`src/hw/pe_pkg.sv`:
```
package pe_pkg;

  // side info carried by every input beat
  typedef struct packed {
    // first beat of a new sum, clears the accumulator
    logic is_w_first;
    // last input channel, the result is due after this beat
    logic is_cin_last;
  } tuser_t;

  // control that rides along with a beat through the multiplier pipeline
  typedef struct packed {
    logic   valid;
    logic   last;
    tuser_t user;
  } beat_ctrl_t;

  // default array shape
  localparam int default_rows = 4;
  localparam int default_cols = 4;

  // default datapath widths
  localparam int default_x_bits = 8;
  localparam int default_k_bits = 8;
  // wide enough to sum many 16 bit products without overflow
  localparam int default_y_bits = 24;

  // multiplier latency in enabled cycles, input register included
  localparam int default_delay_mul = 3;

endpackage

```
`src/hw/pixel_valid_pipe.sv`:
```
`timescale 1ns/1ps

module pixel_valid_pipe #(
  parameter int cols = 4
) (
  input  logic                        clk,
  input  logic                        resetn,
  input  logic                        pixels_m_valid,
  input  logic [cols-1:0]             s_valid,
  input  logic [cols-1:0]             col_ready,
  input  pe_pkg::tuser_t [cols-1:0]   s_user,
  output logic [cols-1:0]             col_valid
);

  // pixel valid as seen by each column, one column per accepted beat
  logic [cols-1:0] pix_valid;

  for (genvar i = 0; i < cols; i++) begin : g_col
    if (i == 0) begin : g_head
      // column 0 sees the pixel source directly
      assign pix_valid[i] = pixels_m_valid;
    end else begin : g_tail
      logic pix_valid_q;

      always_ff @(posedge clk) begin
        if (!resetn) begin
          pix_valid_q <= 1'b0;
        end else if (col_ready[i-1]) begin
          // left neighbour moved its pixel on, so this column gets it
          pix_valid_q <= pix_valid[i-1];
        end else if (col_ready[i]) begin
          // this column used its pixel while nothing new came in
          pix_valid_q <= 1'b0;
        end
      end

      assign pix_valid[i] = pix_valid_q;
    end

    // a weight beat only counts once its pixel has arrived here
    assign col_valid[i] = s_valid[i] & pix_valid[i];
  end

endmodule

```
`config.mk`:
```
export PLATFORM = sky130hd
export DESIGN_NAME = pixel_valid_pipe
export DESIGN_NICKNAME = d
export VERILOG_FILES = /design/src/hw/pe_pkg.sv /design/src/hw/pixel_valid_pipe.sv
export SDC_FILE = /design/constraint.sdc
export NUM_CORES = 1
export LEC_CHECK = 0
export BUFFER_PORTS_ARGS = -buffer_cell sky130_fd_sc_hd__buf_2
export CAP_MARGIN = 20
export CORE_AREA = 2 2 39 41
export CTS_BUF_LIST = sky130_fd_sc_hd__clkbuf_4
export DETAILED_ROUTE_END_ITERATION = 12
export DIE_AREA = 0 0 41 43
export GPL_TIMING_DRIVEN = 0
export MAX_ROUTING_LAYER = met4
export PLACE_DENSITY_LB_ADDON = 0.25
export REMOVE_ABC_BUFFERS = 1
export SYNTH_ARGS = -nofsm -noshare
export SYNTH_HDL_FRONTEND = slang
export SYNTH_SLANG_ARGS = --single-unit
```
`constraint.sdc`:
```
create_clock -name clk -period 0.9 [get_ports clk]
set_input_delay 0.09 -clock clk [delete_from_list [all_inputs] [get_ports clk]]
set_output_delay 0.09 -clock clk [all_outputs]
set_load 0.01 [all_outputs]
```
==> flow_summary.json <==
{
  "status": "completed",
  "grt_pass1_wl_um": 724,
  "clk_latency_ns": 0.23,
  "io_buffers": 14,
  "async_reset_ff_share_pct": 0,
  "setup_viol": 0,
  "ctsResizeCount": 2,
  "start_util_pct": 10.8,
  "worst_pin_slew_ns": 0.0914,
  "hold_end": "g_col[1].g_tail.pix_valid_q",
  "max-vdd-ir-drop_mv": 0.341,
  "holdWs_ns": 0.0948,
  "r2r-start": "g_col[2].g_tail.pix_valid_q",
  "critical_path_arrival_ns": 0.79,
  "fmax_ghz": 1.14,
  "drt_iter0_drc": 2,
  "path_class": "reg2out",
  "cp-end-kind": "primary output",
  "drt_drc_violations_left": 0,
  "regMostFlops": "g_col.g_tail.pix_valid_q",
  "dr.pass1.iters": 2,
  "die_area_um2": 1760,
  "seq_area_frac_synth_pct": 40.3,
  "grt_use_total_pct": 6.89,
  "synth_cells": 13,
  "rrSetupSlack_ns": 0.10,
  "holdPathStages": 2,
  "dp_hpwl_um": 318,
  "clockBufferDepth": 2,
  "p_leak_uw": 0.000151,
  "place.gp.congestion": 0.660,
  "coreArea_um2": 1380,
  "vias_per_cell": 3.70,
  "cts_hold_repair.buffers": 0,
  "drive_above_1_share_pct": 77.4,
  "antenna_found_initial": 0,
  "ys_top_cells_by_area": "dfxtp_1, and4bb_1, a31o_1",
  "synth_top_area_share_pct": 40.3,
  "startpoint_type": "flip-flop",
  "hold_violations": 0,
  "fin_util_pct": 21.6,
  "rows": 14,
  "largest_reg_flops": 3,
  "clkTransAtPathRegs_ns": 0.04,
  "synth_cell_types": 4,
  "power.density_nw_per_um2": 1510,
  "routed_wl_um": 388,
  "drv_cap": 0,
  "layout.nets": 51,
  "grt_overflow": 0,
  "die_h_um": 43,
  "hold_path_class": "in2reg",
  "synth_top_area_cell": "dfxtp_1",
  "synth.most_common_cell": "and2_1",
  "cp_max_fo": 3,
  "reg_top3": "g_col.g_tail.pix_valid_q x3",
  "period_share_pct": 97.3,
  "synth.avg_cell_area_um2": 11.5,
  "grt_max_degree": 7,
  "io_pins": 23,
  "vias": 174,
  "area_delta_synth_final_pct": 101,
  "synth_seq_cells": 3,
  "relSlewSlack_pct": 93.9,
  "num_antenna_cells": 0,
  "ys.flop_type": "dfxtp_1",
  "cts_buffers": 3,
  "worstPathRequired_ns": 0.81,
  "netlist_area_um2": 149,
  "cts_setup_buffers": 0,
  "ant_nets": 0,
  "cts_root_buffer": "clkbuf_4",
  "reg2reg_to": "g_col[2].g_tail.pix_valid_q",
  "clock_sinks": 3,
  "cts_max_level": 1,
  "die_w_um": 41,
  "cts_tree": "built",
  "rsz0062_at_grt": "yes",
  "worstSetupStartpoint": "g_col[1].g_tail.pix_valid_q",
  "synthTopCellsByCount": "and2_1, a31o_1, and4bb_1, dfxtp_1",
  "clock_skew_ns": 0.000896,
  "yosysWarnings": 0,
  "synth_edf_count": 0,
  "finalWorstPathRequiredPeriod_ns": 0.876,
  "wire_per_inst_um": 8.26,
  "min_from": "pixels_m_valid",
  "grt_pass1_vias": 194,
  "r2r_cells": 2,
  "maxSlewViolCount": 0
}
==> critical path: stages (launching register included) <==
cell	delay, ns
dfxtp_2	0.32
and2_4	0.13
buf_6	0.11
==> cells by family (layout without fill, tap and decap cells) <==
logic type             count (synthesis)  in the layout  share of synthesized area (%)
flip-flops                             3              3                           40.3
AND/OR/NAND/NOR                        7              7                           42.0
AO/OA/AOI/OAI                          3              3                           17.7
buffers and inverters                  0             18                              0
==> cell usage in the layout, fill, tap and decap left out, drive strengths merged <==
cell type,count
buf,14
clkbuf,4
and2,4
and4bb,3
a31o,3
dfxtp,3
==> area by class of cell <==
class | count | area [um^2]
fillers | 150 | 1080
multi-input cells | 10 | 96.3
repair buffers | 14 | 88.8
flip-flops and latches | 3 | 63.8
clock buffers | 4 | 30.0
well taps | 16 | 20.0
==> per-layer routing <==
metal / vias up / routed length (um) / track usage, %
met2: 15 / 140 / 7.81
met4: 0 / 0 / 6.00
li1: 90 / - / -
met5: - / 0 / -
met1: 69 / 179 / 7.69
met3: 0 / 69 / 4.71
==> where the power goes <==
| group | total, uW | internal, uW | switching, uW |
|---|---|---|---|
| Clock | 264 | 196 | 68.0 |
| Combinational | 47.9 | 30.8 | 17.1 |
| Sequential | 141 | 138 | 2.54 |
==> how the worst max path moves through the flow <==
| stage | end | slack (ns) | cells past startpoint |
|---|---|---|---|
| after global routing | col_valid[1] | -0.03 | 2 |
| final | col_valid[1] | 0.02 | 2 |
| after floorplan | g_col[1].g_tail.pix_valid_q | 0.14 | 2 |
| after CTS | col_valid[1] | -0.002 | 2 |
| after global placement | g_col[2].g_tail.pix_valid_q | 0.12 | 2 |
| after detailed placement | g_col[2].g_tail.pix_valid_q | 0.11 | 2 |
==> through the flow <==
stage	setup TNS, ns	total power, uW	std cells	instance area, um^2	setup WS (ns)
floorplan	0	154	13	149	0.145
global placement	0	183	43	239	0.124
detailed placement	0	185	43	239	0.113
CTS	-0.00207	466	47	272	-0.00207
global route	-0.0436	497	47	299	-0.0309
finish	0	453	47	299	0.0241
(Power assumes the default switching activity.)
