$ cat src/hw/pe_pkg.sv
package pe_pkg;

  // side info carried by every input beat
  typedef struct packed {
    // first beat of a new sum, clears the accumulator
    logic is_w_first;
    // last input channel, the result is due after this beat
    logic is_cin_last;
  } tuser_t;

  // control that rides along with a beat through the multiplier pipeline
  typedef struct packed {
    logic   valid;
    logic   last;
    tuser_t user;
  } beat_ctrl_t;

  // default array shape
  localparam int default_rows = 4;
  localparam int default_cols = 4;

  // default datapath widths
  localparam int default_x_bits = 8;
  localparam int default_k_bits = 8;
  // wide enough to sum many 16 bit products without overflow
  localparam int default_y_bits = 24;

  // multiplier latency in enabled cycles, input register included
  localparam int default_delay_mul = 3;

endpackage

$ cat src/hw/n_delay.sv
`timescale 1ns/1ps

module n_delay #(
  parameter int n     = 1,
  parameter int width = 1
) (
  input  logic             clk,
  input  logic             resetn,
  input  logic             en,
  input  logic [width-1:0] d,
  output logic [width-1:0] q
);

  if (n == 0) begin : g_pass
    // zero depth, plain wire
    assign q = d;
  end else begin : g_chain
    // stage 0 takes d, stage n-1 drives q
    logic [n-1:0][width-1:0] stage;

    always_ff @(posedge clk) begin
      if (!resetn) begin
        stage <= '0;
      end else if (en) begin
        stage[0] <= d;
        // whole chain moves together, so a stalled column keeps its beats
        for (int i = 1; i < n; i++) begin
          stage[i] <= stage[i-1];
        end
      end
    end

    assign q = stage[n-1];
  end

endmodule

$ cat src/hw/pe_column.sv
`timescale 1ns/1ps

module pe_column #(
  parameter int rows      = 4,
  parameter int x_bits    = 8,
  parameter int k_bits    = 8,
  parameter int y_bits    = 24,
  parameter int delay_mul = 3
) (
  input  logic                         clk,
  input  logic                         resetn,
  input  logic                         col_en,
  input  logic                         in_valid,
  input  logic                         in_last,
  input  pe_pkg::tuser_t               in_user,
  input  logic [rows-1:0][x_bits-1:0]  pix_in,
  input  logic [k_bits-1:0]            weight,
  output logic [rows-1:0][x_bits-1:0]  pix_out,
  output logic                         col_ready,
  output logic                         acc_valid,
  output logic                         acc_last,
  output logic [rows-1:0][y_bits-1:0]  acc_data,
  input  logic                         col_release
);

  // full precision signed product
  localparam int m_bits = x_bits + k_bits;

  // multiplier input registers
  logic [rows-1:0][x_bits-1:0] pix_q;
  logic [k_bits-1:0]           weight_q;

  // products straight out of the multipliers, then after the pipeline
  logic [rows-1:0][m_bits-1:0] prod;
  logic [rows-1:0][m_bits-1:0] prod_d;

  // running sums
  logic [rows-1:0][y_bits-1:0] acc_q;

  // beat control before and after the multiplier delay
  pe_pkg::beat_ctrl_t in_ctrl;
  pe_pkg::beat_ctrl_t mul_ctrl;

  logic acc_en;
  logic first_q;
  logic bypass;
  logic acc_valid_next;

  // the multiplier pipeline only moves while the column is enabled
  assign col_ready = col_en;

  assign in_ctrl = '{valid: in_valid, last: in_last, user: in_user};

  // input registers, the pixel copy also feeds the next column
  always_ff @(posedge clk) begin
    if (col_en) begin
      pix_q    <= pix_in;
      weight_q <= weight;
    end
  end

  assign pix_out = pix_q;

  // control delayed by the full multiplier latency
  n_delay #(
    .n     (delay_mul),
    .width ($bits(pe_pkg::beat_ctrl_t))
  ) u_ctrl_delay (
    .clk    (clk),
    .resetn (resetn),
    .en     (col_en),
    .d      (in_ctrl),
    .q      (mul_ctrl)
  );

  for (genvar r = 0; r < rows; r++) begin : g_row
    // one signed multiplier per row, all sharing the column weight
    assign prod[r] = $signed(pix_q[r]) * $signed(weight_q);

    // input register is one stage, the rest of the depth lives here
    n_delay #(
      .n     (delay_mul - 1),
      .width (m_bits)
    ) u_prod_delay (
      .clk    (clk),
      .resetn (resetn),
      .en     (col_en),
      .d      (prod[r]),
      .q      (prod_d[r])
    );
  end

  // accumulate only real beats
  assign acc_en = col_en & mul_ctrl.valid;

  // start from zero after a finished sum or when the beat says so
  assign bypass = first_q | mul_ctrl.user.is_w_first;

  // the last channel closes the sum and makes the result visible
  assign acc_valid_next = mul_ctrl.valid & mul_ctrl.user.is_cin_last;

  always_ff @(posedge clk) begin
    if (acc_en) begin
      for (int r = 0; r < rows; r++) begin
        // product is sign extended into the accumulator width
        acc_q[r] <= (bypass ? '0 : acc_q[r]) + y_bits'($signed(prod_d[r]));
      end
    end
  end

  assign acc_data = acc_q;

  always_ff @(posedge clk) begin
    if (!resetn) begin
      // the first sum after reset starts clean
      first_q   <= 1'b1;
      acc_valid <= 1'b0;
      acc_last  <= 1'b0;
    end else begin
      if (acc_en) begin
        first_q  <= mul_ctrl.user.is_cin_last;
        acc_last <= mul_ctrl.last;
      end
      if (col_en) begin
        // drops unless a new sum finishes in the same cycle
        acc_valid <= acc_valid_next;
      end else if (col_release) begin
        // shifter took the result while we were held by a column on the right;
        // the next beat is still waiting in the pipeline
        acc_valid <= 1'b0;
      end
    end
  end

endmodule

$ cat config.mk
export PLATFORM = sky130hd
export DESIGN_NAME = pe_column
export DESIGN_NICKNAME = d
export VERILOG_FILES = /design/src/hw/pe_pkg.sv /design/src/hw/n_delay.sv /design/src/hw/pe_column.sv
export SDC_FILE = /design/constraint.sdc
export NUM_CORES = 1
export LEC_CHECK = 0
export BUFFER_PORTS_ARGS = -buffer_cell sky130_fd_sc_hd__buf_2
export CAP_MARGIN = 5
export CORE_ASPECT_RATIO = 0.9
export CORE_UTILIZATION = 55
export DETAILED_ROUTE_END_ITERATION = 10
export GPL_TIMING_DRIVEN = 0
export HOLD_SLACK_MARGIN = 0.08
export PLACE_DENSITY_LB_ADDON = 0.3
export SYNTH_ARGS = -nofsm -noshare
export SYNTH_HDL_FRONTEND = slang
export SYNTH_HIERARCHICAL = 1
export SYNTH_SLANG_ARGS = --single-unit
$ cat constraint.sdc
create_clock -name clk -period 12.93 [get_ports clk]
set_input_delay 1.9395 -clock clk [delete_from_list [all_inputs] [get_ports clk]]
set_output_delay 1.9395 -clock clk [all_outputs]
set_load 0.01 [all_outputs]
==> summary.md, run 1 <==
| Metric | Value |
|---|---|
| Nets | `3282` |
| DP HPWL | `44530 um` |
| Largest net degree at the start of global routing | `52` |
| Worst setup path class | `reg -> reg` |
| Number of distinct library cells after synthesis | `69` |
| H-Tree Depth | `2` |
| Synth-to-layout area growth | `10.91%` |
| Final slew viol count | `0` |
| Final hold violations | `0` |
| Inserted Clock Buffers | `35` |
| Placed Cells | `3373` |
| Core footprint | `45550 um^2` |
| Worst Tran Pin Value | `1.089 ns` |
| Crit path capture type | `flip-flop` |
| Peak supply drop | `0.1622 mV` |
| Routability congestion estimate from global placement | `0.8862` |
| Synth Instances | `2586` |
| Post-CTS Repair Setup Buffers | `0` |
| Cell row count | `74` |
| Synthesized cell area | `25500 um^2` |
| Tot Pwr | `5.058 mW` |
| Post-route antenna net violation count | `0` |
| Sequential cell area | `6947 um^2` |
| Status | `finished, final reports clean` |
| Io pins | `179` |
| P_leak | `13.46 nW` |
| Fmax | `0.1729 GHz` |
| Hold_ws | `0.4721 ns` |
| Ratio of cells with drive above 1 in the final layout | `0.1185` |
| Chip height | `206.3 um` |
| Total Wirelength | `57080 um` |
| Vias in the first global route | `18990` |
| Startpoint type of the worst setup path | `flip-flop` |
| Post-route cell area | `28280 um^2` |
| Clock skew | `0.01834 ns` |
| Initial DRC Count | `1169` |
| Setup_tns | `0 ns` |
| Hold-fix buffer count after cts | `0` |
| Clk_lat worst skew | `0.55 ns` |
| Min Tclk post-route | `5.782 ns` |
| Syn Area/Cell | `9.860 um^2` |
| Detailed Routing Iterations Pass 1 | `6` |
| Data required time at the worst endpoint | `13.41 ns` |
| Worst min path class | `reg -> reg` |
| Sequential area share after synthesis | `0.2725` |
| Placed instance area | `27180 um^2` |
| CTS resizes | `0` |
| Slew HR | `0.2716` |
| Non-Filler Instances | `3438` |
| Drc violations | `0` |
| First-pass GRT wire length | `94050 um` |
| Sink Count | `279` |
| GRT Util Overall | `0.2466` |
| Unrepaired setup endpoints after global routing | `false` |
| Multi-input gate area | `16140 um^2` |
| Final WS setup | `7.148 ns` |
| Clock buffer depth | `3` |
| Clock slew at reported path FFs | `0.06 ns` |
| CTS tree | `done` |
| Crit-path max FO | `10` |
| Post-synth ARST share | `0` |
| Die area | `47220 um^2` |
| Initial antenna violation count | `1` |
| Number of flops mapped to enable cells by yosys | `136` |
| CTS root buffer | `clkbuf_16` |
| Via density | `5.405` |
| # Max-Cap Violations | `0` |
| Fillcell total | `3814` |
| Total grt overflow | `0` |
| Synth warn | `6` |
| Vias | `18580` |
| Syn_nets | `3066` |
| Die Wd | `229.0 um` |
| Post-synthesis register bit count | `279` |
| Prevailing post-synth register cell | `dfxtp_1` |
| Tcrit/Tclk final | `0.4472` |
| CP arrival | `6.26 ns` |
| Starting Density | `0.5597` |
| Pre-CTS WS | `7.285 ns` |
| Final setup fails | `0` |
| Pwr dens | `178.9 nW/um^2` |
| Routed len/inst | `16.60 um` |
| Port bufs | `178` |
| Fin util | `0.6208` |
where the power goes:
| part | switching (mW) | internal (mW) |
|---|---|---|
| sequential | 0.0757 | 1.03 |
| combinational | 1.63 | 1.37 |
| clock | 0.393 | 0.551 |
| total | 2.10 | 2.96 |
placed cells by master, fill, tap and decap left out, drive strengths merged, types with 85 or more instances in the layout:
master and count:
a21oi 85, and2 253, buf 265, clkbuf 113, dfxtp 143, edfxtp 136
fa 224, ha 208, inv 365, mux2i 141, nand2 126, nor2b 174
xnor2 111
metal layers:
metal / track usage / vias to the layer above / share of wire
met5: 0 / - / 0
met4: 0.07643 / 0 / 0.024
met3: 0.04746 / 66 / 0.069
met2: 0.4035 / 543 / 0.46
met1: 0.3310 / 9071 / 0.45
li1: - / 8902 / -
cell usage after synthesis, types with 5 or more instances:
cell | number | share of area
inv_1 | 362 | 0.053
and2_1 | 253 | 0.062
fa_1 | 224 | 0.18
ha_1 | 208 | 0.10
nor2b_1 | 173 | 0.042
dfxtp_1 | 143 | 0.11
mux2i_1 | 141 | 0.055
edfxtp_1 | 136 | 0.16
nand2_1 | 126 | 0.019
xnor2_1 | 111 | 0.038
a21oi_1 | 85 | 0.017
nor2_1 | 75 | 0.011
buf_4 | 69 | 0.020
clkbuf_1 | 63 | 0.0093
o21ai_0 | 54 | 0.011
a21o_1 | 49 | 0.014
nor3_1 | 26 | 0.0051
xor2_1 | 25 | 0.0086
nand3_1 | 22 | 0.0043
o21a_1 | 21 | 0.0062
nand2b_1 | 20 | 0.0049
a31oi_1 | 18 | 0.0044
and3_1 | 18 | 0.0044
buf_12 | 12 | 0.0094
o21ai_1 | 11 | 0.0022
and4_1 | 10 | 0.0034
a211oi_1 | 8 | 0.0024
o211ai_1 | 7 | 0.0021
o31ai_1 | 7 | 0.0021
nor4_1 | 6 | 0.0015
or3_1 | 6 | 0.0015
a311oi_1 | 5 | 0.0017
buf_6 | 5 | 0.0022
o21bai_1 | 5 | 0.0015
o311ai_0 | 5 | 0.0017
o31a_1 | 5 | 0.0017
sequential cells by signal, summed over array words and instances (netlist names):
register	cells
u_ctrl_delay/q	4
g_row.u_prod_delay/g_chain.stage	64
acc_data	96
acc_valid	1
pix_out	32
acc_last	1
first_q	1
weight_q	8
u_ctrl_delay/g_chain.stage	8
g_row.u_prod_delay/q	64
worst paths after layout:
check         startpoint                                       to  slack, ns  cells past startpoint
max reg2reg  weight_q[7]  g_row[2].u_prod_delay/g_chain.stage[15]       7.15                     17
min reg2reg     acc_last                                 acc_last       0.47                      2
max          weight_q[7]  g_row[2].u_prod_delay/g_chain.stage[15]       7.15                     17
min             acc_last                                 acc_last       0.47                      2
critical path, cell delays in order (launching register included):
cell and delay (ns):
edfxtp_1 0.79, clkbuf_1 0.52, nor2b_1 0.23, fa_1 0.45
fa_1 0.48, fa_1 0.50, inv_1 0.05, fa_1 0.47
inv_1 0.04, ha_1 0.32, o21a_1 0.18, nor2_1 0.14
nor3_1 0.08, a2111oi_1 0.63, a21oi_1 0.17, xnor2_1 0.38
mux2i_1 0.14, nor2b_1 0.14
final cells by class:
cell class                      instances  share of cell area
Inverter                              362             0.04814
Timing Repair Buffer                  179             0.03256
Antenna cell                            2           0.0001770
Clock inverter                         13            0.002655
Sequential cell                       279              0.2456
Tap cell                              608             0.02690
Buffer                                149             0.03716
Clock buffer                           50             0.03601
Multi-Input combinational cell       1796              0.5707
logic make-up (layout without fill, tap and decap cells):
family | after synthesis | after routing | share of synthesized area
other cells | 0 | 2 | 0
buf+inv | 511 | 753 | 0.09451
fa+ha+maj | 432 | 432 | 0.2779
compound gates | 329 | 329 | 0.08612
mux | 145 | 145 | 0.05712
simple gates | 754 | 754 | 0.1651
xor+xnor | 136 | 136 | 0.04672
flops | 279 | 279 | 0.2725
Power figures use the tool's default switching activity.
==> run 2, diff against run 1 <==
==> constraint.sdc (replaced) <==
create_clock -name clk -period 4.7 [get_ports clk]
set_input_delay 0.705 -clock clk [delete_from_list [all_inputs] [get_ports clk]]
set_output_delay 0.705 -clock clk [all_outputs]
set_load 0.01 [all_outputs]
==> summary.md, run 2 (same netlist as run 1, synthesis figures left out) <==
| Metric | Value |
|---|---|
| Status | `complete, but fails checks` |
| Violated checks | `negative setup slack` |
| Peak supply drop | `0.5098 mV (+210%)` |
| # diodes | `0 (-2)` |
| Detailed Routing Iterations Pass 1 | `6 (unchanged)` |
| Port bufs | `178 (unchanged)` |
| Clock buffer depth | `3 (unchanged)` |
| Worst min path class | `in -> reg` |
| Clk_lat worst skew | `0.55 ns (about the same)` |
| Reg power frac | `0.188 (-0.031)` |
| Drc violations | `0 (unchanged)` |
| Startpoint type of the worst setup path | `flip-flop` |
| Hold_ws | `0.3339 ns (-0.1382 ns)` |
| Post-route antenna net violation count | `0 (unchanged)` |
| Clock slew at reported path FFs | `0.06 ns (about the same)` |
| DP HPWL | `44530 um (unchanged)` |
| Setup_tns | `-0.05540 ns (-0.05540 ns)` |
| Largest net degree at the start of global routing | `52 (unchanged)` |
| Most common cell after layout, fill and taps aside | `inv_1` |
| Worst Tran Pin Value | `0.9663 ns (-0.1222 ns)` |
| Net Sw Frac | `0.4207 (+0.005465)` |
| Internal power | `9.406 mW (+220%)` |
| # Max-Cap Violations | `0 (unchanged)` |
| Max reg flops | `96 (unchanged)` |
| H-Tree Depth | `2 (unchanged)` |
| Crit-path max FO | `5 (-5)` |
| Pwr dens | `548.0 nW/um^2 (+210%)` |
| Placed Cells | `3373 (unchanged)` |
| Die Wd | `229.0 um (unchanged)` |
| Tot Pwr | `16.24 mW (+220%)` |
| Power share of the combinational group | `0.652 (+0.058)` |
| GRT Util Overall | `0.2499 (+0.003313)` |
| Multi-input gate area | `16880 um^2 (+4.6%)` |
| Sequential cell area | `6947 um^2 (unchanged)` |
| First-pass GRT wire length | `95100 um (+1.1%)` |
| CP arrival | `5.23 ns (-1.03 ns)` |
| Commonest cells after routing, fill and taps aside | `inv_1 (342), and2_1 (243), fa_1 (212)` |
| Initial antenna violation count | `1 (unchanged)` |
| Clock Power Share | `0.160 (-0.027)` |
| Non-Filler Instances | `3486 (+1.4%)` |
| Final setup fails | `1 (+1)` |
| Core footprint | `45550 um^2 (unchanged)` |
| Unrepaired setup endpoints after global routing | `true` |
| Fmax | `0.2103 GHz (+22%)` |
| Starting Density | `0.5597 (unchanged)` |
| Routed len/inst | `17.18 um (+3.5%)` |
| Worst setup path class | `reg -> reg` |
| Final slew viol count | `0 (unchanged)` |
| Tcrit/Tclk final | `1.012 (+0.5646)` |
| Via density | `5.440 (+0.65%)` |
| Fin util | `0.6504 (+0.02955)` |
| Total grt overflow | `0 (unchanged)` |
| Nets | `3332 (+1.5%)` |
| Chip height | `206.3 um (unchanged)` |
| Slew HR | `0.3558 (+0.08417)` |
| Inserted Clock Buffers | `35 (unchanged)` |
| Hold-fix buffer count after cts | `0 (unchanged)` |
| Crit path capture type | `flip-flop` |
| Final WS setup | `-0.05540 ns (-7.203 ns)` |
| Data required time at the worst endpoint | `5.18 ns (-8.23 ns)` |
| CTS tree | `done` |
| Ratio of cells with drive above 1 in the final layout | `0.1873 (+0.06882)` |
| Clock skew | `0.01917 ns (+0.0008333 ns)` |
| Total Wirelength | `59880 um (+4.9%)` |
| Cell row count | `74 (unchanged)` |
| Vias | `18960 (+2.1%)` |
| Synth-to-layout area growth | `16.19%` |
| R2R setup slack | `-0.06 ns (-7.20 ns)` |
| Net Sw Power | `6.830 mW (+230%)` |
| Final hold violations | `0 (unchanged)` |
| Routability congestion estimate from global placement | `0.8862 (unchanged)` |
| Sink Count | `279 (unchanged)` |
| Io pins | `179 (unchanged)` |
| Min Tclk post-route | `4.755 ns (-1.027 ns)` |
| P_leak | `13.95 nW (+3.6%)` |
| Fillcell total | `3598 (-5.7%)` |
| Die area | `47220 um^2 (unchanged)` |
| Initial DRC Count | `1113 (-4.8%)` |
| Vias in the first global route | `19160 (+0.88%)` |
| CTS root buffer | `clkbuf_16` |
[run 2: changes by cell type in the layout (fill, tap and decap cells not counted), sizes merged]
| cell | before | now |
|---|---|---|
| buf | 265 | 335 |
| clkbuf | 113 | 93 |
| diode | 2 | 0 |
[run 2: stage by stage]
stage	area (um^2)	worst slack, ns
after floorplan	25500	0.1374
after global placement	27150	-0.8280
after detailed placement	27180	-0.9452
after CTS	28740	0.0002540
after global routing	29630	-0.1564
final	29630	-0.05540
[run 2: final timing paths]
kind,startpoint,endpoint,depth (start not counted)
worst max-delay path,weight_q[3],g_row[2].u_prod_delay/g_chain.stage[15],20
worst min register to register,acc_last,acc_last,2
worst min-delay path,pix_in[19],pix_out[19],1
worst max register to register,weight_q[3],g_row[2].u_prod_delay/g_chain.stage[15],20
[run 2: cell type report]
class,instances,share of cell area
flip-flops and latches,279,0.2345
clock buffers,50,0.03438
well taps,608,0.02568
plain buffers,148,0.04232
multi-input cells,1796,0.5698
clock inverters,13,0.002534
repair buffers,230,0.04481
inverters,362,0.04603
[run 2: power by group through the flow]
stage / clock (mW) / combinational (mW) / sequential, mW
floorplan: 0 / 6.58 / 3.02
global placement: 0 / 7.92 / 3.09
detailed placement: 0 / 8.26 / 3.10
CTS: 2.65 / 8.77 / 3.05
global route: 2.74 / 11.7 / 3.07
finish: 2.60 / 10.6 / 3.05
[run 2: repair_timing]
action,4_1_cts,5_1_grt
pin swaps,13,74
endpoints found under the setup margin,50,21
resized for setup,92,158
buffers inserted,21,31
[run 2: critical path, cell delays in order, from the launching register on]
cell and delay [ns]:
edfxtp_1 0.50, buf_4 0.18, buf_8 0.11, buf_12 0.11, nand2_1 0.07, fa_1 0.51
inv_1 0.05, fa_1 0.51, fa_1 0.54, inv_1 0.06, fa_1 0.48, inv_1 0.06
ha_4 0.17, nor3_4 0.16, o21a_1 0.21, nor3_4 0.06, a2111oi_4 0.24, a21oi_2 0.12
xnor2_2 0.27, mux2i_1 0.12, nor2b_1 0.14
[run 2: per-layer routing]
| layer | vias to the layer above | share of wire | track usage |
|---|---|---|---|
| met5 | - | 0 | 0 |
| met4 | 0 | 0.027 | 0.08000 |
| met3 | 98 | 0.064 | 0.05077 |
| met2 | 539 | 0.47 | 0.4084 |
| met1 | 9332 | 0.44 | 0.3332 |
| li1 | 8995 | - | - |
