### src/hw/output_shifter.sv
`timescale 1ns/1ps

module output_shifter #(
  parameter int rows   = 4,
  parameter int cols   = 4,
  parameter int y_bits = 24
) (
  input  logic                                  clk,
  input  logic                                  resetn,
  input  logic [cols-1:0]                       acc_valid,
  input  logic [cols-1:0]                       acc_last,
  input  logic [cols-1:0][rows-1:0][y_bits-1:0] acc_data,
  input  logic                                  m_ready,
  output logic [cols-1:0]                       col_en,
  output logic [cols-1:0]                       col_release,
  output logic [rows-1:0][y_bits-1:0]           m_data,
  output logic                                  m_valid,
  output logic                                  m_last
);

  // one slot per column, slot cols-1 drives the port
  logic [cols-1:0][rows-1:0][y_bits-1:0] slot_data;
  logic [cols-1:0]                       slot_last;
  logic [cols-1:0]                       slot_full;
  logic [cols-1:0]                       slot_flag;

  // what each slot would take from its left neighbour
  logic [cols-1:0][rows-1:0][y_bits-1:0] data_in;
  logic [cols-1:0]                       last_in;
  logic [cols-1:0]                       full_in;

  logic [cols-1:0] room;
  logic [cols-1:0] load;
  logic [cols-1:0] slot_en;
  logic [cols-1:0] freeze;

  // enable chain, runs from the rightmost column to the left
  logic [cols:0]   en_chain;

  // slot 0 has no left neighbour and fills with empty
  assign data_in = slot_data << (rows * y_bits);
  assign last_in = slot_last << 1;
  assign full_in = slot_full << 1;

  for (genvar c = 0; c < cols; c++) begin : g_col
    // a load also needs the slot to the right free, or the shift would clobber it
    if (c == cols - 1) begin : g_edge
      assign room[c] = ~slot_full[c];
    end else begin : g_inner
      assign room[c] = ~slot_full[c] & ~slot_full[c+1];
    end

    assign load[c]    = acc_valid[c] & room[c];
    assign freeze[c]  = acc_valid[c] & ~room[c];
    assign slot_en[c] = load[c] | (m_ready & slot_flag[c]);

    // column c runs only when nothing at c or to its right is frozen
    assign en_chain[c] = en_chain[c+1] & ~freeze[c];

    // result taken although the column itself is held
    assign col_release[c] = load[c] & ~col_en[c];
  end

  assign en_chain[cols] = 1'b1;
  assign col_en = en_chain[cols-1:0];

  always_ff @(posedge clk) begin
    if (!resetn) begin
      slot_full <= '0;
      slot_flag <= '0;
      slot_last <= '0;
    end else begin
      for (int c = 0; c < cols; c++) begin
        // group is complete once the last slot fills, then drain it
        if (load[cols-1]) begin
          slot_flag[c] <= 1'b1;
        end else if (!slot_full[c]) begin
          slot_flag[c] <= 1'b0;
        end
        if (slot_en[c]) begin
          if (load[c]) begin
            slot_full[c] <= 1'b1;
            // only column 0 closes a group
            slot_last[c] <= acc_last[c] & (c == 0);
          end else begin
            slot_full[c] <= full_in[c];
            slot_last[c] <= last_in[c];
          end
        end
      end
    end
  end

  always_ff @(posedge clk) begin
    for (int c = 0; c < cols; c++) begin
      if (slot_en[c]) begin
        slot_data[c] <= load[c] ? acc_data[c] : data_in[c];
      end
    end
  end

  // port is the rightmost slot, valid only while its group drains
  assign m_data  = slot_data[cols-1];
  assign m_valid = slot_full[cols-1] & slot_flag[cols-1];
  assign m_last  = slot_last[cols-1];

endmodule

### config.mk
export PLATFORM = sky130hd
export DESIGN_NAME = output_shifter
export DESIGN_NICKNAME = d
export VERILOG_FILES = /design/src/hw/output_shifter.sv
export SDC_FILE = /design/constraint.sdc
export NUM_CORES = 1
export LEC_CHECK = 0
export BUFFER_PORTS_ARGS = -buffer_cell sky130_fd_sc_hd__buf_2
export CAP_MARGIN = 20
export CORE_MARGIN = 5
export CORE_UTILIZATION = 49
export DETAILED_ROUTE_END_ITERATION = 8
export PLACE_DENSITY = 0.85
export RECOVER_POWER = 50
export SYNTH_ARGS = -nofsm -noshare
export SYNTH_HDL_FRONTEND = slang
export SYNTH_SLANG_ARGS = --single-unit
### constraint.sdc
create_clock -name clk -period 5.7 [get_ports clk]
set_input_delay 1.14 -clock clk [delete_from_list [all_inputs] [get_ports clk]]
set_output_delay 1.14 -clock clk [all_outputs]
set_load 0.05 [all_outputs]
==> results of run 1 <==
power groups by stage:
stage	registers [mW]	logic (mW)	clock network, mW
finish	3.78	1.25	2.60
global route	3.81	1.34	2.79
CTS	3.78	1.29	2.66
detailed placement	3.84	1.29	0
global placement	3.82	1.25	0
floorplan	4.12	0.594	0
metrics by stage:
| stage | setup WS (ns) | instances | cell area, um2 | hold slack, ns | util (%) |
|---|---|---|---|---|---|
| 6_report | 1.38 | 2063 | 20500 | 0.466 | 61.5 |
| 5_1_grt | 1.16 | 2062 | 20500 | 0.474 | 61.5 |
| 4_1_cts | 2.40 | 2053 | 20700 | 0.464 | 62.1 |
| 3_5_place_dp | 2.24 | 1982 | 19400 | 0.456 | 58.2 |
| 3_3_place_gp | 2.28 | 1981 | 19300 | 0.441 | 58.1 |
| 2_1_floorplan | 1.01 | 1084 | 16400 | 0.444 | - |
cells in the mapped netlist:
cell type  number  share of area, %
mux2i_1         3              0.18
buf_2          18              0.55
nor2_1          3             0.069
nor3b_2         1             0.076
mux2_2        154                11
buf_1           2             0.046
nand2_1       304               7.0
mux2_4         40               3.7
nor2b_1         2             0.076
nor3b_1         2             0.092
buf_6           5              0.34
nand2b_1        2             0.076
nand3_1         2             0.061
clkbuf_2        1             0.031
conb_1          1             0.023
edfxtp_1      384                70
o21a_1          2             0.092
and3_1          2             0.076
a21oi_1         2             0.061
clkbuf_1       28              0.64
o21ai_0         3             0.092
dfxtp_1        12               1.5
a21boi_0        7              0.32
and2_1         99               3.8
or3b_2          1             0.053
buf_4           3              0.14
cells by family after synthesis:
group / after synthesis
buffers and inverters: 57
AND/OR/NAND/NOR: 418
multiplexers: 197
AO/OA/AOI/OAI: 14
flip-flops: 396
other: 1
metal layers:
layer  vias to the layer above  track usage (%)  routed length, um
li1                       4856                -                  -
met1                      5066             27.3              15600
met2                       442             38.7              22800
met3                       101             4.18               3390
met4                         0             7.54               1390
met5                         -                0                  0
final cells by class:
cell class                 count  area [um2]  area share [%]
timing repair buffer         507        2510            12.2
clock buffer                  55        1150            5.63
sequential                   396       11800            57.5
tap                          448         561            2.74
multi-input combinational    631        4310            21.0
antenna                       10        25.0           0.122
clock inverter                16         151           0.739
state kept, by name, indices dropped and copies added (netlist names):
| name | cells |
|---|---|
| slot_last | 4 |
| slot_full | 4 |
| data_in | 288 |
| m_data | 96 |
| slot_flag | 4 |
worst reg2reg max path: cells and delay by family, from the launching register on:
kind | cells | cell delay (ns)
AND/OR/NAND/NOR | 2 | 0.70
flip-flops | 1 | 0.38
buffers and inverters | 2 | 2.39
final timing paths:
check / end / cells past startpoint / start / slack (ns)
setup / recovery: data_in[306]$_DFFE_PP_ / 5 / acc_valid[2] / 1.38
hold / removal: slot_last[3]$_SDFFE_PN0P_ / 2 / slot_last[3]$_SDFFE_PN0P_ / 0.47
setup reg to reg: data_in[306]$_DFFE_PP_ / 4 / slot_full[3]$_SDFFE_PN0P_ / 1.72
hold reg to reg: slot_last[3]$_SDFFE_PN0P_ / 2 / slot_last[3]$_SDFFE_PN0P_ / 0.47
==> results.ini, run 1 <==
[logic_synthesis]
yosysSeqAreaShare_pct=71.9
synth_top_family_by_area=multiplexers
synthSimpleGateAreaFrac_pct=11.3
syn_area_um2=16400
synth_warnings=0
post_synth.cell_area_avg_um2=15.1
syn-instance-count=1083
synthMuxAreaShare_pct=14.4
synth_seq_cells=396
synth_compound_area_share_pct=0.565
ys_types=26
synth_xor_area_share_pct=0
synth_adder_area_share_pct=0

[power_and_ir_drop]
power_switching_mw=1.97
p_seq_share_pct=49.5
finalPower_mw=7.64
intPower_mw=5.68
swShare_pct=25.7
ir_drop_v=0.000266
combPwrFrac_pct=16.4
power_density_nw_per_um2=373
leakagePower_nw=8.36
clock_power_share_pct=34.1

[route]
drt_iter0_drc=751
firstDrtPassIters=5
wl_um=43200
routed_via_density=5.07
drc=0
ant_nets=0
avgRoutedWirePerCell_um=20.9
vias=10500

[die]
start_util_pct=49.2
chipHeight_um=193
die_w_um=193
num_io_pins=501
core_um2=33300
fp-row-count=67
die-area_um2=37200

[status]
violations=capacitance limit, slew limit
status=finished, violations left

[cts]
clk_latency_ns=0.52
cts_htree_levels=2
cts_tree=built
path_clk_slew_ns=0.06
postCtsResizedCells=0
ctsRootBufferMaster=clkbuf_16
cts_setup_buffers=0
cts_inserted_buffers=41
cts_hold_buf=0
cts_sinks=396
clock_path_buffers=3

[placement]
port_buffers=495
dpl.hpwl_um=30600
gp_congestion=0.894

[critical_path]
path_max_fanout=99
cpLargestDelayFamily=buffers and inverters
path_class=in2reg
end_kind=register
required_ns=5.85
crit_chain=clkbuf_1 > nor3b_1 > clkbuf_2 > nand2b_4 > buf_12
slowest_stage=clkbuf_2
start_kind=input port
arrival_ns=4.47
critPathBufInv=3
max_stage_delay_ns=1.97

[timing]
fin_tns_setup_ns=0
worst_slew_pin_slew_ns=2.74
drv_slew=325
fmaxAchievable_mhz=231
hold_viol_final=0
finalCritPeriodShare_pct=75.9
period_needed_ns=4.32
setup-violations-final=0
relSlewSlack_pct=-82.7
rsz0062_at_grt=false
finClkSkew_ns=0.0148

[run]
cap_viol_max_count=6

[layout]
nFillCells=2491
drive_gt1_share_pct=41.6
nets=1972
area_growth_pct=25.1
final_cell_mix=buf_2, edfxtp_1, nand2_1, mux2_2, clkbuf_1
final_common_cell=buf_2

[global_routing]
groute.usage.overall_pct=22.0
grt_pass1_vias=10700
grt_start_max_net_pins=100
grt_first_pass_wirelength_um=61500
antenna_found_initial=9
grt_overflow=0

[hold_path]
hold_class=reg2reg

No activity file was read; power rests on OpenSTA's default activity.
==> run 2, diff against run 1 <==
- ABC_AREA: default -> 1
- clock period: 5.7 -> 4.1 ns (I/O delays scaled with it)
==> run 2 against run 1 <==
Against the previous run: critical path depth is 3 higher; the run still ends with capacitance limit, slew limit left; utilization is 0.20 points lower; critical endpoint is now col_release[0]; total power is 38% higher; largest cell class unchanged; non-clock buffer count is 2 higher; die area is 1.3% higher; sequential power is 39% higher; via count is 24% higher; synthesized cell count is 49% higher; worst hold slack worse by 0.0018 ns.
==> results.ini, run 2 <==
[logic_synthesis]
syn-instance-count=1612  ; +49%
ys.flop_type=edfxtp_1
synth-edff-count=384  ; unchanged
yosysSeqAreaShare_pct=70.9  ; -0.96 points
syn_area_um2=16600  ; +1.4%
synth_warnings=0  ; unchanged
synth.most_common_cell=nand2_1
ys_types=17  ; -35%
asyncSetResetFlopFracSynth_pct=0  ; unchanged
synth_top_area_cell=edfxtp_1
synth_area_leaders=edfxtp_1, nand2_1, nand3_1
post_synth.cell_area_avg_um2=10.3  ; -32%
synthTopCellsByCount=nand2_1, edfxtp_1, inv_1
synth_seq_cells=396  ; unchanged
synth.top_cell.area_share_pct=69.5  ; -0.94 points

[layout]
largest_register_ffs=288  ; unchanged
final_cell_mix=nand2_1, buf_2, edfxtp_1, clkbuf_1, inv_1
finalInstanceArea_um2=20500  ; +0.18%
area_growth_pct=23.6
nFillCells=2621  ; +5.2%
final_common_cell=nand2_1
drive_gt1_share_pct=22.5  ; -19 points
nets=2474  ; +25%

[power_and_ir_drop]
power_density_nw_per_um2=516  ; +38%
leakagePower_nw=9.64  ; +15%
clock_power_share_pct=33.3  ; -0.8 points
power_switching_mw=2.97  ; +51%
swShare_pct=28.1  ; +2.4 points
ir_drop_v=0.000422  ; +59%
intPower_mw=7.61  ; +34%
p_seq_share_pct=49.8  ; +0.3 points
combPwrFrac_pct=16.8  ; +0.4 points

[cts]
postCtsResizedCells=0  ; unchanged
path_clk_slew_ns=0.06  ; about the same
cts_tree=built
cts_inserted_buffers=41  ; unchanged
cts_setup_buffers=0  ; unchanged
clk_latency_ns=0.54  ; +0.02 ns
ctsRootBufferMaster=clkbuf_16
cts_hold_buf=0  ; unchanged
clock_path_buffers=3  ; unchanged
cts_htree_levels=2  ; unchanged
cts_sinks=396  ; unchanged

[critical_path]
arrival_ns=2.46  ; -2.01 ns
crit-reg2reg-launch=slot_full[1]$_SDFFE_PN0P_
path_max_fanout=16  ; -84%
end_kind=primary output
crit_end=col_release[0]
r2r_cells=4  ; unchanged
r2r_end=data_in[143]$_SDFFCE_PN0P_
reg2reg_setup_slack_ns=0.99  ; -0.73 ns
crit_path_start=acc_valid[3]
path_class=in2out
required_ns=3.28  ; -2.57 ns
start_kind=input port

[timing]
drv_slew=341  ; +4.9%
worst_slack_ns=0.822  ; -0.554 ns
rsz0062_at_grt=false
hold_viol_final=0  ; unchanged
finalCritPeriodShare_pct=80.0
fmaxAchievable_mhz=305
setup-violations-final=0  ; unchanged
worst_slew_pin_slew_ns=2.20  ; -0.543 ns
finClkSkew_ns=0.0234  ; +0.00862 ns
period_needed_ns=3.28
relSlewSlack_pct=-46.4  ; +36 points
fin_tns_setup_ns=0  ; unchanged

[route]
drc=0  ; unchanged
met1Wirelength_um=16300  ; +4.2%
vias=13000  ; +24%
wl_um=45900  ; +6.3%
firstDrtPassIters=6  ; +1
top_layer=met5
ant_nets=0  ; unchanged
avgRoutedWirePerCell_um=17.9  ; -14%
met3WireLength_um=4360  ; +29%
route.met2.wl_um=23400  ; +2.7%
routed_via_density=5.08  ; about the same
drt_iter0_drc=934  ; +24%

[die]
fp-row-count=67  ; unchanged
die_w_um=194  ; +0.64%
num_io_pins=501  ; unchanged
core_um2=33400  ; +0.50%
start_util_pct=49.6  ; +0.42 points
chipHeight_um=194  ; +0.64%
die-area_um2=37600  ; +1.3%

[global_routing]
groute.usage.overall_pct=23.5  ; +1.5 points
grt_overflow=0  ; unchanged
grt_start_max_net_pins=97  ; -3.0%
grt_pass1_vias=13200  ; +23%
grt_first_pass_wirelength_um=70500  ; +15%
antenna_found_initial=4  ; -5

[status]
status=finished, violations left
violations=capacitance limit, slew limit

[placement]
port_buffers=495  ; unchanged
gp_congestion=0.912  ; +2.0%
dp_slack_ns=0.999  ; -1.24 ns
dpl.hpwl_um=31700  ; +3.6%
placed_area_um2=19400  ; +0.35%

[hold_path]
hold_class=reg2reg

[run]
cap_viol_max_count=5  ; -1

==> run 2: changes by cell type after synthesis, moves of 4 or more <==
cell	previous run	this run
a21boi_0	7	0
a21oi_1	2	10
and2_1	99	0
buf_1	2	9
buf_2	18	39
buf_4	3	14
buf_6	5	1
clkbuf_1	28	23
inv_1	0	108
mux2_2	154	0
mux2_4	40	0
nand2_1	304	799
nand3_1	2	104
nor2_1	3	100
==> run 2: per-stage QoR <==
step | power (mW) | util (%) | instances | hold WS (ns)
6_report | 10.6 | 61.3 | 2562 | 0.464
3_3_place_gp | 7.09 | 58.1 | 2484 | 0.442
2_1_floorplan | 6.55 | - | 1613 | 0.434
5_1_grt | 11.0 | 61.3 | 2561 | 0.488
3_5_place_dp | 7.16 | 58.1 | 2484 | 0.451
4_1_cts | 10.7 | 61.8 | 2558 | 0.463
==> run 2: cells by family after synthesis <==
logic type / after synthesis / synth area share [%]
simple gates: 1004 / 23.5
compound gates: 13 / 0.392
flops: 396 / 70.9
buf+inv: 198 / 5.15
other cells: 1 / 0.0226
==> run 2: worst max-delay path, stage by stage <==
cell and delay [ns]:
clkbuf_1 0.69, nand2_1 0.18, nand2_1 0.11, nand2_1 0.10, nand2_1 0.11, inv_1 0.07, nor2_1 0.09, buf_2 0.28
==> run 2: power groups by stage <==
stage                     Sequential (mW)  Combinational (mW)  Clock, mW
after global placement               5.32                1.77          0
after detailed placement             5.34                1.82          0
after global routing                 5.31                1.95       3.76
after CTS                            5.26                1.83       3.57
after floorplan                      5.75               0.796          0
final                                5.27                1.78       3.53
==> run 2: worst min-delay path by stage <==
stage                                         start                         to  slack, ns  cells after the start
after CTS                 slot_flag[2]$_SDFFE_PN0P_  slot_flag[2]$_SDFFE_PN0P_       0.46                      2
final                     slot_flag[2]$_SDFFE_PN0P_  slot_flag[2]$_SDFFE_PN0P_       0.46                      2
after detailed placement  slot_flag[2]$_SDFFE_PN0P_  slot_flag[2]$_SDFFE_PN0P_       0.45                      2
after global routing      slot_flag[0]$_SDFFE_PN0P_  slot_flag[0]$_SDFFE_PN0P_       0.49                      2
after floorplan           slot_last[1]$_SDFFE_PN0P_  slot_last[2]$_SDFFE_PN0P_       0.43                      2
after global placement    slot_flag[0]$_SDFFE_PN0P_  slot_flag[0]$_SDFFE_PN0P_       0.44                      2
==> run 2: routing by layer <==
metal	vias up	GRT usage, %
met5	-	0
met4	2	10.4
met3	131	5.33
met2	756	40.8
met1	5994	28.0
li1	6124	-
==> run 2: area by class of cell <==
cell class / instances / area [um2] / share of cell area [%]
antenna: 4 / 10.0 / 0.0488
clock buffer: 61 / 1160 / 5.66
clock inverter: 13 / 103 / 0.500
inverter: 112 / 425 / 2.07
multi-input combinational: 1019 / 4020 / 19.6
sequential: 396 / 11800 / 57.4
tap: 448 / 561 / 2.73
timing repair buffer: 509 / 2470 / 12.0
==> run 3, diff against run 2 <==
- ABC_AREA: 1 -> 0
- CORE_UTILIZATION: 49 -> 47
- clock period: 4.1 -> 2.9 ns (I/O delays scaled with it)
==> run 3 against run 2 <==
Against the previous run: the run still ends with capacitance limit, slew limit left; register-to-register slack worse by 0.57 ns; critical path depth down 4; combinational power up 37%; die area up 2.7%; flip-flop and latch count unchanged; critical endpoint is now col_release[1]; largest cell class unchanged; largest power group unchanged; highest routed layer unchanged.
==> results.ini, run 3 (synthesis gave the netlist of run 1 again) <==
[timing]
relSlewSlack_pct=-13.7  ; +33 points
worst_slew_pin_slew_ns=1.71  ; -0.492 ns
whs_ns=0.302  ; -0.162 ns
fin_tns_setup_ns=0  ; unchanged
rsz0062_at_grt=false
period_needed_ns=2.51
fmaxAchievable_mhz=399
setup-violations-final=0  ; unchanged
drv_slew=241  ; -29%
finClkSkew_ns=0.0134  ; -0.0100 ns
hold_viol_final=0  ; unchanged
finalCritPeriodShare_pct=86.5

[hold_path]
hold_class=in2reg
hold_start=acc_data[294]
hold_depth=3  ; +1
hold_end=m_data[6]$_DFFE_PP_

[power_and_ir_drop]
clock_power_share_pct=34.9  ; +1.6 points
intPower_mw=11.3  ; +48%
p_seq_share_pct=49.1  ; -0.7 points
combPwrFrac_pct=16.0  ; -0.8 points
leakagePower_nw=8.42  ; -13%
finalPower_mw=15.2  ; +44%
swShare_pct=25.8  ; -2.3 points
power_switching_mw=3.92  ; +32%
power_density_nw_per_um2=737  ; +43%
ir_drop_v=0.000700  ; +66%

[cts]
clock_path_buffers=3  ; unchanged
ctsRootBufferMaster=clkbuf_16
path_clk_slew_ns=0.06  ; about the same
clk_latency_ns=0.54  ; about the same
cts_setup_buffers=0  ; unchanged
cts_htree_levels=2  ; unchanged
cts_inserted_buffers=42  ; +2.4%
cts_sinks=396  ; unchanged
postCtsResizedCells=0  ; unchanged
cts_hold_buf=0  ; unchanged
cts_tree=built

[placement]
port_buffers=495  ; unchanged
dpl.hpwl_um=31000  ; -2.2%
gp_congestion=0.895  ; -1.9%
placedCellCount=1993  ; -20%

[die]
chipHeight_um=197  ; +1.3%
die_w_um=197  ; +1.3%
fp-row-count=68  ; +1.5%
start_util_pct=47.5  ; -2.1 points
die-area_um2=38700  ; +2.7%
core_um2=34500  ; +3.0%
num_io_pins=501  ; unchanged

[route]
routed_via_density=5.10  ; +0.49%
vias=10700  ; -18%
drc=0  ; unchanged
ant_nets=0  ; unchanged
firstDrtPassIters=5  ; -1
drt_iter0_drc=839  ; -10%
wl_um=43700  ; -4.7%
avgRoutedWirePerCell_um=20.9  ; +17%

[critical_path]
slowest_stage=dfxtp_1
path_max_fanout=7  ; -9
crit-reg2reg-launch=slot_full[2]$_SDFFE_PN0P_
r2r_end=data_in[246]$_DFFE_PP_
crit_chain=o21ai_0 > a21boi_1 > nor2_1 > buf_2
arrival_ns=1.93  ; -0.53 ns
r2r_cells=4  ; unchanged
reg2reg_setup_slack_ns=0.42  ; -0.57 ns
start_kind=register
required_ns=2.32  ; -0.96 ns
max_stage_delay_ns=0.49  ; -0.20 ns
path_class=reg2out
end_kind=primary output

[layout]
fin_util_pct=59.8  ; -1.5 points
layout.cells.non_filler=2088  ; -19%
area_growth_pct=25.9
largest_register_ffs=288  ; unchanged
drive_gt1_share_pct=42.5  ; +20 points
final_cell_mix=buf_2, edfxtp_1, nand2_1, mux2_2, clkbuf_1
final_common_cell=buf_2
nets=1977  ; -20%

[status]
status=finished, violations left
violations=capacitance limit, slew limit

[run]
cap_viol_max_count=2  ; -3

[global_routing]
grt_overflow=0  ; unchanged
grt_start_max_net_pins=102  ; +5.2%
groute.usage.overall_pct=21.8  ; -1.7 points
grt_first_pass_wirelength_um=64500  ; -8.5%
grt_pass1_vias=11200  ; -15%
antenna_found_initial=26  ; +22

-- run 3: changes by cell type in the layout (fill, tap and decap cells not counted), sizes merged, moves of 8 or more --
cell    change
a21oi       -8
and2       +99
buf        +32
clkbuf     -39
diode      +18
inv       -111
mux2      +194
nand2     -496
nand3     -102
nor2       -97
-- run 3: metal layers --
layer	vias up	share of wire, %	track usage, %	wire, um
met4	8	3.7	10.3	1630
met2	538	52	36.6	22600
li1	4876	-	-	-
met5	-	0.13	0	55
met1	5129	36	26.5	15600
met3	101	8.8	5.54	3860
-- run 3: area by class of cell --
type	count	area, um2
diodes	22	55.1
clock buffers	52	1150
clock inverters	21	206
fillers	2637	13800
multi-input cells	631	4290
flip-flops and latches	396	11800
well taps	455	569
repair buffers	511	2560
-- run 3: power groups by stage --
stage / Sequential (mW) / Clock (mW) / Combinational [mW]
2_1_floorplan: 8.06 / 0 / 1.17
3_3_place_gp: 7.52 / 0 / 2.46
3_5_place_dp: 7.56 / 0 / 2.53
4_1_cts: 7.44 / 5.40 / 2.55
5_1_grt: 7.51 / 5.66 / 2.60
6_report: 7.45 / 5.29 / 2.43
-- run 3: critical path, delay by kind of cell (launching register included) --
kind,cells,cell delay (ns)
AOI/OAI and AO/OA,2,0.36
buffers and inverters,1,0.32
DFF,1,0.49
and+or+nand+nor,1,0.22
-- run 3: worst max path at each step --
stage | startpoint | endpoint | slack, ns
2_1_floorplan | acc_valid[3] | m_data[0]$_DFFE_PP_ | 0.11
3_3_place_gp | acc_valid[2] | data_in[293]$_DFFE_PP_ | 0.69
3_5_place_dp | acc_valid[2] | data_in[293]$_DFFE_PP_ | 0.68
4_1_cts | slot_full[3]$_SDFFE_PN0P_ | col_release[1] | 0.36
5_1_grt | slot_full[1]$_SDFFE_PN0P_ | data_in[107]$_SDFFCE_PN0P_ | 0.24
6_report | slot_full[3]$_SDFFE_PN0P_ | col_release[1] | 0.39
-- run 3: per-stage QoR --
| step | worst slack [ns] | instance area [um2] |
|---|---|---|
| floorplan | 0.114 | 16400 |
| global placement | 0.695 | 19400 |
| detailed placement | 0.676 | 19400 |
| CTS | 0.365 | 20800 |
| global route | 0.240 | 20600 |
| finish | 0.392 | 20600 |
